$ cat config.mk
export PLATFORM = sky130hd
export DESIGN_NAME = mem_test_top
export DESIGN_NICKNAME = d
export VERILOG_FILES = /design/src/common/mem_test_pkg.sv /design/src/mem_test_top.sv /design/src/sequencer/test_sequencer.sv /design/src/readback_checker.sv /design/src/sequencer/pattern_gen.sv /design/src/start_trigger.sv
export VERILOG_INCLUDE_DIRS = /design/src /design/src/common
export SDC_FILE = /design/constraint.sdc
export NUM_CORES = 1
export LEC_CHECK = 0
export ABC_AREA = 1
export BUFFER_PORTS_ARGS = -buffer_cell sky130_fd_sc_hd__buf_2
export CORE_MARGIN = 8
export CORE_UTILIZATION = 52
export DETAILED_ROUTE_END_ITERATION = 8
export GPL_TIMING_DRIVEN = 1
export HOLD_SLACK_MARGIN = 0.05
export PLACE_DENSITY_LB_ADDON = 0.25
export SLEW_MARGIN = 25
export SYNTH_ARGS = -nofsm -noshare
export SYNTH_HDL_FRONTEND = slang
export SYNTH_SLANG_ARGS = --single-unit
export TNS_END_PERCENT = 100
$ cat constraint.sdc
create_clock -name iCLK -period 4.55 [get_ports iCLK]
set_input_delay 0.455 -clock iCLK [delete_from_list [all_inputs] [get_ports iCLK]]
set_output_delay 0.455 -clock iCLK [all_outputs]
set_load 0.005 [all_outputs]
$ cat src/common/mem_test_defines.svh
`ifndef MEM_TEST_DEFINES_SVH
`define MEM_TEST_DEFINES_SVH

// ==============================
// address space
// ==============================
// word address width, 6 gives a 64 word sweep
`define MT_ADDR_W 6 // 26 covers the full ddr part

// ==============================
// pattern timing
// ==============================
// cycles held after an address change before the pattern is used
`define MT_SETTLE_CYCLES 9 // pattern_gen latency is 2, so never below 2

// both are word counts, not byte counts

`endif
$ cat src/common/mem_test_pkg.sv
package mem_test_pkg;

	// ==============================
	// bus geometry
	// ==============================
	// the pattern layout fills exactly 56 + 8 + 64 bits
	localparam int DATA_W = 128; // avalon data width

	// ==============================
	// tester fsm
	// ==============================
	typedef enum logic [3:0] {
		idle        = 4'd0,  // waiting for start pulse
		write_setup = 4'd1,  // settle count before a write
		write_wait  = 4'd2,  // write held until accepted
		write_next  = 4'd3,  // step address or leave write pass
		turnaround  = 4'd4,  // two dead cycles between passes
		read_req    = 4'd5,  // settle count before a read
		read_wait   = 4'd6,  // read held until accepted
		compare     = 4'd7,  // waiting for checker verdict
		read_next   = 4'd8,  // step address or finish
		test_pass   = 4'd9,  // sticky, all words matched
		test_fail   = 4'd10  // sticky, first mismatch seen
	} test_state_e;

	// encodings 11 to 15 are unused and fall back to idle

	// one run walks
	//   idle -> write pass -> turnaround -> read pass -> pass or fail
	// and never leaves the last state until reset

endpackage

$ cat src/mem_test_top.sv
`include "mem_test_defines.svh"

module mem_test_top (
	input  logic                            iCLK,
	input  logic                            arst_n,
	input  logic                            button,            // push button, low when pressed
	input  logic                            local_init_done,   // controller ready
	input  logic [63:0]                     pattern_seed,
	input  logic                            avl_waitrequest_n, // avalon master port
	input  logic                            avl_readdatavalid,
	input  logic [mem_test_pkg::DATA_W-1:0] avl_readdata,
	output logic [`MT_ADDR_W-1:0]           avl_address,
	output logic [mem_test_pkg::DATA_W-1:0] avl_writedata,
	output logic                            avl_read,
	output logic                            avl_write,
	output logic                            avl_burstbegin,    // single transfers only
	output logic                            drv_status_pass,
	output logic                            drv_status_fail,
	output logic                            drv_status_test_complete,
	output mem_test_pkg::test_state_e       c_state,
	output logic [`MT_ADDR_W-1:0]           fail_address
);

	logic                            start;       // trigger to fsm
	logic [63:0]                     seed;        // run seed to pattern_gen
	logic [mem_test_pkg::DATA_W-1:0] pattern;     // expected word
	logic                            match_valid; // checker verdict strobe
	logic                            match;

	// ==============================
	// stages
	// ==============================
	start_trigger u_trigger (
		.iCLK(iCLK), .arst_n(arst_n), .button(button),
		.local_init_done(local_init_done), .start(start)
	);

	test_sequencer u_seq (
		.iCLK(iCLK), .arst_n(arst_n), .start(start), .pattern_seed(pattern_seed),
		.pattern(pattern), .match_valid(match_valid), .match(match),
		.avl_waitrequest_n(avl_waitrequest_n), .seed(seed), .address(avl_address),
		.avl_write(avl_write), .avl_read(avl_read), .avl_writedata(avl_writedata),
		.state(c_state), .fail_address(fail_address)
	);

	pattern_gen u_pattern (
		.iCLK(iCLK), .arst_n(arst_n), .seed(seed), .address(avl_address), .pattern(pattern)
	);

	readback_checker u_check (
		.iCLK(iCLK), .arst_n(arst_n), .avl_readdatavalid(avl_readdatavalid),
		.avl_readdata(avl_readdata), .pattern(pattern),
		.match_valid(match_valid), .match(match)
	);

	// ==============================
	// status
	// ==============================
	assign avl_burstbegin           = 1'b0; // no bursts
	assign drv_status_pass          = (c_state == mem_test_pkg::test_pass);
	assign drv_status_fail          = (c_state == mem_test_pkg::test_fail);
	assign drv_status_test_complete = drv_status_pass | drv_status_fail; // sticky via fsm

endmodule

$ cat src/sequencer/test_sequencer.sv
`include "mem_test_defines.svh"

module test_sequencer (
	input  logic                            iCLK,
	input  logic                            arst_n,
	input  logic                            start,             // one cycle pulse from trigger
	input  logic [63:0]                     pattern_seed,      // seed chosen outside
	input  logic [mem_test_pkg::DATA_W-1:0] pattern,           // expected word for address
	input  logic                            match_valid,       // checker verdict strobe
	input  logic                            match,             // readback equals pattern
	input  logic                            avl_waitrequest_n, // high completes a request
	output logic [63:0]                     seed,              // seed held for the run
	output logic [`MT_ADDR_W-1:0]           address,           // also the avalon address
	output logic                            avl_write,
	output logic                            avl_read,
	output logic [mem_test_pkg::DATA_W-1:0] avl_writedata,
	output mem_test_pkg::test_state_e       state,
	output logic [`MT_ADDR_W-1:0]           fail_address       // first mismatching word
);

	// counter wide enough for the settle count and the turnaround
	localparam int               CNT_W       = $clog2(`MT_SETTLE_CYCLES) + 1;
	localparam logic [CNT_W-1:0] SETTLE_LAST = CNT_W'(`MT_SETTLE_CYCLES - 1);
	localparam logic [CNT_W-1:0] TURN_LAST   = CNT_W'(1); // two dead cycles

	logic [CNT_W-1:0] wait_cnt;    // settle and turnaround counter
	logic             settle_done; // pattern is valid for address
	logic             turn_done;   // turnaround over
	logic             last_addr;   // all ones address

	assign settle_done = (wait_cnt == SETTLE_LAST);
	assign turn_done   = (wait_cnt == TURN_LAST);
	assign last_addr   = &address;

	// ==============================
	// control fsm
	// ==============================
	always_ff @(posedge iCLK or negedge arst_n) begin
		if (!arst_n) begin
			state        <= mem_test_pkg::idle;
			wait_cnt     <= '0;
			address      <= '0;
			avl_write    <= 1'b0;
			avl_read     <= 1'b0;
			fail_address <= '0;
		end else begin
			case (state)
				mem_test_pkg::idle: begin
					address  <= '0; // sweep starts at word zero
					wait_cnt <= '0;
					if (start) begin
						state <= mem_test_pkg::write_setup;
					end
				end
				mem_test_pkg::write_setup: begin
					if (settle_done) begin
						wait_cnt  <= '0;
						avl_write <= 1'b1; // data loaded on the same edge
						state     <= mem_test_pkg::write_wait;
					end else begin
						wait_cnt <= wait_cnt + 1'b1;
					end
				end
				mem_test_pkg::write_wait: begin
					if (avl_waitrequest_n) begin
						avl_write <= 1'b0; // accepted this cycle
						state     <= mem_test_pkg::write_next;
					end
				end
				mem_test_pkg::write_next: begin
					if (last_addr) begin
						address <= '0; // rewind for read pass
						state   <= mem_test_pkg::turnaround;
					end else begin
						address <= address + 1'b1;
						state   <= mem_test_pkg::write_setup;
					end
				end
				mem_test_pkg::turnaround: begin
					if (turn_done) begin
						wait_cnt <= '0;
						state    <= mem_test_pkg::read_req;
					end else begin
						wait_cnt <= wait_cnt + 1'b1;
					end
				end
				mem_test_pkg::read_req: begin
					if (settle_done) begin
						wait_cnt <= '0;
						avl_read <= 1'b1; // pattern now matches address
						state    <= mem_test_pkg::read_wait;
					end else begin
						wait_cnt <= wait_cnt + 1'b1;
					end
				end
				mem_test_pkg::read_wait: begin
					if (avl_waitrequest_n) begin
						avl_read <= 1'b0;
						state    <= mem_test_pkg::compare;
					end
				end
				mem_test_pkg::compare: begin
					if (match_valid) begin // one read outstanding, so this is ours
						if (match) begin
							state <= mem_test_pkg::read_next;
						end else begin
							fail_address <= address; // first bad word
							state        <= mem_test_pkg::test_fail;
						end
					end
				end
				mem_test_pkg::read_next: begin
					if (last_addr) begin
						state <= mem_test_pkg::test_pass;
					end else begin
						address <= address + 1'b1;
						state   <= mem_test_pkg::read_req;
					end
				end
				mem_test_pkg::test_pass: state <= mem_test_pkg::test_pass; // sticky
				mem_test_pkg::test_fail: state <= mem_test_pkg::test_fail; // sticky
				default: state <= mem_test_pkg::idle;
			endcase
		end
	end

	// ==============================
	// payload
	// ==============================
	always_ff @(posedge iCLK) begin
		if (start && state == mem_test_pkg::idle) begin
			seed <= pattern_seed; // frozen for the whole run
		end
		if (state == mem_test_pkg::write_setup && settle_done) begin
			avl_writedata <= pattern; // held until the write is accepted
		end
	end

	// ==============================
	// protocol checks
	// ==============================
	a_no_rw_overlap: assert property (
		@(posedge iCLK) disable iff (!arst_n)
		!(avl_write && avl_read)
	) else $error("test_sequencer: write and read high together");

	// a stalled write keeps request, address and data
	a_write_held: assert property (
		@(posedge iCLK) disable iff (!arst_n)
		avl_write && !avl_waitrequest_n |=>
			avl_write && $stable(address) && $stable(avl_writedata)
	) else $error("test_sequencer: write changed while waitrequest held it");

	// a stalled read keeps request and address
	a_read_held: assert property (
		@(posedge iCLK) disable iff (!arst_n)
		avl_read && !avl_waitrequest_n |=> avl_read && $stable(address)
	) else $error("test_sequencer: read changed while waitrequest held it");

endmodule

$ cat src/readback_checker.sv
module readback_checker (
	input  logic                            iCLK,
	input  logic                            arst_n,
	input  logic                            avl_readdatavalid, // one strobe per accepted read
	input  logic [mem_test_pkg::DATA_W-1:0] avl_readdata,      // returned word
	input  logic [mem_test_pkg::DATA_W-1:0] pattern,           // expected word, held by sequencer
	output logic                            match_valid,       // verdict strobe
	output logic                            match              // valid with match_valid
);

	logic [mem_test_pkg::DATA_W-1:0] data_q; // captured read data

	// ==============================
	// capture
	// ==============================
	always_ff @(posedge iCLK) begin
		if (avl_readdatavalid) begin
			data_q <= avl_readdata; // only on the strobe
		end
	end

	always_ff @(posedge iCLK or negedge arst_n) begin
		if (!arst_n) begin
			match_valid <= 1'b0;
		end else begin
			match_valid <= avl_readdatavalid; // verdict one cycle after data
		end
	end

	// ==============================
	// compare
	// ==============================
	// address is frozen during the read, so pattern has long settled
	assign match = (data_q == pattern); // full 128 bit compare

	// ==============================
	// checks
	// ==============================
	// the verdict is never built from unknown bits
	a_verdict_known: assert property (
		@(posedge iCLK) disable iff (!arst_n)
		match_valid |-> !$isunknown(match)
	) else $error("readback_checker: verdict on unknown read data or pattern");

	// single outstanding read means no back to back returns
	a_single_return: assert property (
		@(posedge iCLK) disable iff (!arst_n)
		avl_readdatavalid |=> !avl_readdatavalid
	) else $error("readback_checker: read data returned on consecutive cycles");

endmodule

$ cat src/sequencer/pattern_gen.sv
`include "mem_test_defines.svh"

module pattern_gen (
	input  logic                            iCLK,
	input  logic                            arst_n,
	input  logic [63:0]                     seed,    // captured by sequencer on start
	input  logic [`MT_ADDR_W-1:0]           address, // word address under test
	output logic [mem_test_pkg::DATA_W-1:0] pattern  // word for address of two cycles ago
);

	logic [63:0] mix;    // seed plus address
	logic [63:0] rot;    // halves swapped, seed folded in
	logic [63:0] rot_q;  // step one result
	logic [63:0] seed_q; // seed aligned with rot_q
	logic [63:0] sum;    // rot plus seed
	logic [7:0]  tag;    // low byte checksum

	// ==============================
	// step one
	// ==============================
	assign mix = seed + {{(64 - `MT_ADDR_W){1'b0}}, address}; // zero extended, wraps mod 2^64
	assign rot = {mix[31:0], mix[63:32]} ^ seed;

	always_ff @(posedge iCLK or negedge arst_n) begin
		if (!arst_n) begin
			rot_q  <= '0;
			seed_q <= '0;
		end else begin
			rot_q  <= rot;
			seed_q <= seed; // keeps both steps on the same seed
		end
	end

	// ==============================
	// step two
	// ==============================
	assign sum = rot_q + seed_q;
	assign tag = rot_q[7:0] + sum[7:0]; // mod 256

	always_ff @(posedge iCLK or negedge arst_n) begin
		if (!arst_n) begin
			pattern <= '0;
		end else begin
			pattern <= {sum[61:6], tag, sum}; // 56 + 8 + 64 bits
		end
	end

endmodule

$ cat src/start_trigger.sv
module start_trigger (
	input  logic iCLK,
	input  logic arst_n,
	input  logic button,          // raw push button, low when pressed
	input  logic local_init_done, // controller calibration finished
	output logic start            // one cycle start request
);

	logic btn_meta; // first sync stage
	logic btn_sync; // second sync stage, safe to use
	logic btn_prev; // last synced level for edge detect
	logic btn_fall; // high for one cycle on press

	// ==============================
	// edge detect
	// ==============================
	assign btn_fall = btn_prev & ~btn_sync; // high then low

	// ==============================
	// sync and gate
	// ==============================
	// the button idles high, so all stages come out of reset high
	// and a button held through reset does not fire
	always_ff @(posedge iCLK or negedge arst_n) begin
		if (!arst_n) begin
			btn_meta <= 1'b1;
			btn_sync <= 1'b1;
			btn_prev <= 1'b1;
			start    <= 1'b0;
		end else begin
			btn_meta <= button;    // async capture
			btn_sync <= btn_meta;  // metastability settle
			btn_prev <= btn_sync;  // one cycle history
			start    <= btn_fall & local_init_done; // no start before init
		end
	end

endmodule

* Word-level counts from Yosys, hierarchy flattened
Index checks and enable logic that the tools add are counted.
Cells by class: $add $sub $neg 5, equality and inequality tests 21, mux-type cells 21, bitwise gates (word level) 6, reductions and logical operators 14
Operators by type and width (count):
- 128-bit equality test | 1
- 64-bit by 6-bit adder with 64-bit output | 1
- 64-bit adder | 1
- 64-bit bitwise XOR | 1
- 4-bit case mux with 11 select lines | 1
- 4-bit 2-to-1 mux | 8
- 6-bit case mux with 3 select lines | 1
- 4-bit by 3-bit equality test with 1-bit output, second input constant | 4
- 5-bit case mux with 3 select lines | 1
- 4-bit equality test, second input constant | 3
- 6-bit 2-to-1 mux | 2
- 5-bit 2-to-1 mux | 2
- 3-bit AND reduction | 3
- 8-bit adder | 1
- 4-bit by 2-bit equality test with 1-bit output, second input constant | 2
- 2-bit by 1-bit inequality test with 1-bit output, second input constant | 4
- 2-bit inequality test, second input constant | 4
- 7-bit AND reduction | 1
- 6-bit by 1-bit adder with 6-bit output, second input constant | 1
- 6-bit AND reduction | 1
- 3-bit nonzero test | 2
- 5-bit by 1-bit adder with 5-bit output, second input constant | 1
- 5-bit by 1-bit equality test with 1-bit output, second input constant | 1
- 5-bit by 4-bit equality test with 1-bit output, second input constant | 1
- other kinds (13) | 19
Storage, ports and cells: register bits after elaboration 604, input bits 198, output and inout bits 150, logic and storage cells 84

* Depth between registers and ports, before layout
depth in word-level cells 4, gate-level depth with buffers 17, gate-level depth less buffers 17

* Modules after synthesis
Synthesis repeated with hierarchy kept, for this count alone.
Unflattened totals: cell total of the unflattened synthesis 3122, area, all modules 27517.6 um^2
By module, submodules not included:
- pattern_gen | instances 1, cells each 2026, area an instance 13982.2 um^2, sequential area each 5004.8 um^2
- test_sequencer | instances 1, cells each 381, area an instance 7159.4 um^2, sequential area each 6341.1 um^2
- readback_checker | instances 1, cells each 696, area an instance 6207.2 um^2, sequential area each 3868.7 um^2
- start_trigger | instances 1, cells each 6, area an instance 113.9 um^2, sequential area each 103.8 um^2
- mem_test_top | instances 1, cells each 13, area an instance 55.1 um^2, sequential area each 0.0 um^2

* Worst setup path before layout
No wires, ideal clock.
kind flip-flop to flip-flop, start point register u_seq.state[3], end point register u_seq.avl_writedata[0] (netlist bit) (enable), setup time 0.503 ns, arrival 3.773 ns, setup slack 0.274 ns, cell stages (with the launch flop) 4, path through dfrtp_1 > nor2_1 > nand2_1 > nor2_1
On the way: cells in the longest elaborated chain, start to end 2
Ends and longest elaborated chain:
- start: declaration | line test_sequencer.sv:17 | output mem_test_pkg::test_state_e state,
- start signal: assignment | line test_sequencer.sv:40 | state <= mem_test_pkg::idle;
- start signal: assignment | line test_sequencer.sv:52 | state <= mem_test_pkg::write_setup;
- start signal: assignment | line test_sequencer.sv:59 | state <= mem_test_pkg::write_wait;
- 4-bit by 1-bit equality test with 1-bit output | line test_sequencer.sv:134 | if (state == mem_test_pkg::write_setup && settle_done) begin
- 1-bit logical AND | line test_sequencer.sv:134
- end signal: assignment | line test_sequencer.sv:135 | avl_writedata <= pattern;
- end: declaration | line test_sequencer.sv:16 | output logic [mem_test_pkg::DATA_W-1:0] avl_writedata,
No other way between the ends. A chain may end at the register's enable or synchronous reset.

* Worst setup path after layout
start point register u_pattern.rot_q[0], end point register u_pattern.pattern[71] (netlist bit)
On the way: cells in the longest elaborated chain, start to end 2
Ends and longest elaborated chain:
- start: declaration | line pattern_gen.sv:13 | logic [63:0] rot_q;
- start signal: assignment | line pattern_gen.sv:29 | rot_q <= rot;
- 64-bit adder | line pattern_gen.sv:37 | assign sum = rot_q + seed_q;
- via u_pattern.sum[6] | line pattern_gen.sv:15 | logic [63:0] sum;
- 8-bit adder | line pattern_gen.sv:38 | assign tag = rot_q[7:0] + sum[7:0];
- via u_pattern.tag[7] | line pattern_gen.sv:16 | logic [7:0] tag;
- end signal: assignment | line pattern_gen.sv:44 | pattern <= {sum[61:6], tag, sum};
- end: declaration | line pattern_gen.sv:8 | output logic [mem_test_pkg::DATA_W-1:0] pattern
The timed path passes the listed nets, and every way through them passes these cells.

==> results.yml <==
sta:
  max_clock_freq_mhz: 343.3
  hold_viol_final: 0
  drv_slew: 0
  setup_viol: 0
  worst_pin_slew_ps: 773.3
  period_minus_slack_ps: 2913
  skew_ps: 18.96
  relSlewSlack_pct: 48.02
  rsz0062_at_grt: "no"
  tns_ps: 0
  fin_crit_sh_pct: 64.02
drt:
  top_layer: "met5"
  wl_met3_um: 5011
  num_vias: 19400
  wl_met2_um: 39140
  wirelength_met1_um: 32120
  routedWlPerCell_um: 21.40
  drt_pass1_iterations: 5
  routed_wl_um: 78950
  ant_nets: 0
  vias_per_cell: 5.259
  drt_iter0_drc: 1668
  drc: 0
critical_path:
  r2r_end: "u_pattern.pattern[71]"
  crit_type: "flop to flop"
  cp_common_cell: "nand2_1"
  crit_arrival_ps: 3380
  cpMaxStageDelayCell: "fa_1"
  slowest_delay_ps: 430
  crit_path_cell_trace: "ha_1 -> inv_1 -> fa_1 -> inv_1 -> nand3_1 -> nand2_1 -> nand2_1 -> nand2_2 -> xor2_1 -> ha_1 -> nand2_1 -> nor2_1 -> a211oi_1 -> o31ai_1 -> nand2_1 -> nand2_1"
  crit_family: "adder cells"
  reg2reg_slack_ps: 1640
  critPathBufInv: 2
  required_ps: 5020
  rr_worst_depth: 16
  regToRegStartpoint: "u_pattern.rot_q[0]"
  cp-start-kind: "flop"
  setup.worst_path.end: "u_pattern.pattern[71]"
  worstPathMaxFanout: 4
  cp.depth: 16
  end_kind: "flop"
  cp-startpoint: "u_pattern.rot_q[0]"
yosys:
  ys_types: 56
  synth_xor_area_share_pct: 8.288
  synth-compound-area-share_pct: 5.156
  ys_seq_area_share_pct: 56.14
  synth_cells: 2505
  syn_area_per_cell_um2: 9.696
  synth_top_family_by_area: "simple AND/OR/NAND/NOR gates"
  synthSimpleGateAreaFrac_pct: 19.50
  synthMuxAreaShare_pct: 0.04636
  synth-seq-cells: 492
  synth-edff-count: 264
  netlist_area_um2: 24290
  ys.flop_type: "edfxtp_1"
  synth-async-reset-ratio_pct: 46.34
  syn-num-nets: 2786
  ys_warn_count: 0
  synth-adder-area-share_pct: 4.368
cts:
  tritoncts: "yes"
  htreeDepth: 2
  clockBufferDepth: 3
  path_clk_slew_ps: 60
  ctsHoldBuffers: 190
  numCtsBuffers: 52
  insertion_delay_ps: 590
  cts_resized: 0
  cts_num_sinks: 492
  root_buffer: "clkbuf_16"
  post_cts_buffers: 0
placement:
  portBuffers: 346
  place_area_um2: 26430
  place_hpwl_um: 60630
  place_inst: 3401
  gp_congestion: 0.9899
grt:
  grt_max_degree: 105
  grt_pass1_vias: 19820
  grt_overflow_total: 0
  grt_antenna_before_repair: 1
  grt_pass1_wl_um: 117200
  grt_util_all_layers_pct: 28.87
final_layout:
  fin_cells: 3690
  layout_common_cells: "604 x nand2_1, 344 x buf_2, 294 x inv_1"
  area_growth_pct: 24.19
  layout-drive-gt1-share_pct: 16.29
  fill_cells: 3642
  final_cell_area_um2: 30170
  final_nets: 3320
  final_common_cell: "nand2_1"
power:
  ir_drop_mv: 0.3780
  p_leak_uw: 0.01338
  power.density_nw_per_um2: 423.3
floorplan:
  die_h_um: 232.1
  die_w_um: 232.1
  die_area_um2: 53880
  core_area_um2: 46360
  num_rows: 79
  ioPinCount: 348
  start_util_pct: 52.40
outcome:
  status: "complete, no violations"
hold_path:
  hold_class: "input pin to flop"
  worstHoldStart: "avl_readdata[101]"
run:
  cap_violations: 0
[registers in the layout, summed over array words and instances (netlist names)]
register and count:
u_seq.avl_writedata 72, u_seq.state 4, u_pattern.seed_q 64, u_seq.address 6, u_seq.fail_address 6, u_seq.avl_read 1
u_pattern.rot_q 64, u_seq.avl_write 1, u_check.match_valid 1, u_trigger.btn_sync 1, u_seq.seed 64, u_check.data_q 128
u_pattern.pattern 72, u_trigger.btn_prev 1, u_trigger.start 1, u_trigger.btn_meta 1, u_seq.wait_cnt 5
[power by group]
| group | switching, uW | internal [uW] |
|---|---|---|
| registers | 496 | 5230 |
| logic | 1590 | 1030 |
| clock network | 1780 | 2650 |
| total | 3870 | 8900 |
[stage by stage]
step / setup WS [ps] / hold slack [ps] / total power, uW / util (%)
after CTS: 1644 / 50.30 / 12810 / 65.00
after global placement: 1809 / 347.1 / 8175 / 57.01
after floorplan: 274.2 / 159.4 / 7241 / -
after global routing: 1401 / 58.61 / 13330 / 65.06
after detailed placement: 1657 / 346.8 / 8233 / 57.01
final: 1637 / 90.15 / 12770 / 65.07
[worst min-delay path by stage]
stage	to	slack, ps	cells after the start
finish	u_check.data_q[101]	90	1
detailed placement	u_trigger.btn_sync	350	0
global placement	u_trigger.btn_sync	350	0
global route	u_check.data_q[86]	60	1
floorplan	u_check.match_valid	160	0
CTS	u_check.data_q[86]	50	1
[layout make-up]
cell class | count | area, um2 | share of cell area [%]
well taps | 607 | 759.5 | 2.518
flip-flops and latches | 492 | 13640 | 45.21
clock inverters | 27 | 312.8 | 1.037
multi-input cells | 1652 | 9092 | 30.14
inverters | 299 | 1122 | 3.721
clock buffers | 69 | 1488 | 4.932
repair buffers | 542 | 3749 | 12.43
diodes | 2 | 5.005 | 0.01659
[per-layer routing]
metal,vias up,global-route usage [%]
li1,9160,-
met1,9352,36.62
met2,758,50.12
met3,132,4.251
met4,2,9.974
met5,-,0
[logic make-up after synthesis]
group | after synthesis
buffers and inverters | 361
other | 1
adders and majority gates | 83
DFF | 492
and+or+nand+nor | 1110
AOI/OAI and AO/OA | 228
muxes | 1
xor gates and xnor gates | 229
[Yosys cell counts, types with 2 or more instances]
cell,instances,area (um2)
nor3_4,2,32.53
a31oi_1,6,37.54
fa_1,3,60.06
nand3_1,82,410.4
buf_2,2,10.01
dfstp_2,3,78.83
clkbuf_2,3,15.01
nor3_1,26,130.1
ha_1,80,1001
nor3_2,3,30.03
and2_1,3,18.77
inv_1,294,1104
nor2_8,2,40.04
o21ai_2,2,17.52
a21oi_1,108,540.5
inv_2,5,18.77
nor2_2,11,68.82
nand3b_1,6,45.04
o21ai_0,71,355.3
nand4_1,43,269.0
a21oi_2,2,17.52
o21ai_1,8,40.04
nand2_4,2,22.52
nand2_1,604,2267
a21o_1,6,45.04
edfxtp_1,264,7928
o21a_1,2,15.01
nor2_4,5,56.30
dfrtp_1,225,5630
o22ai_1,6,37.54
a21boi_0,2,15.01
and3_1,3,18.77
buf_4,57,427.9
o21bai_1,8,60.06
xnor2_1,124,1086
nand3_2,3,30.03
nor4_1,11,68.82
nand2_2,12,75.07
xor2_1,104,910.9
nor2_1,286,1074
No activity file was read; power rests on OpenSTA's default activity.
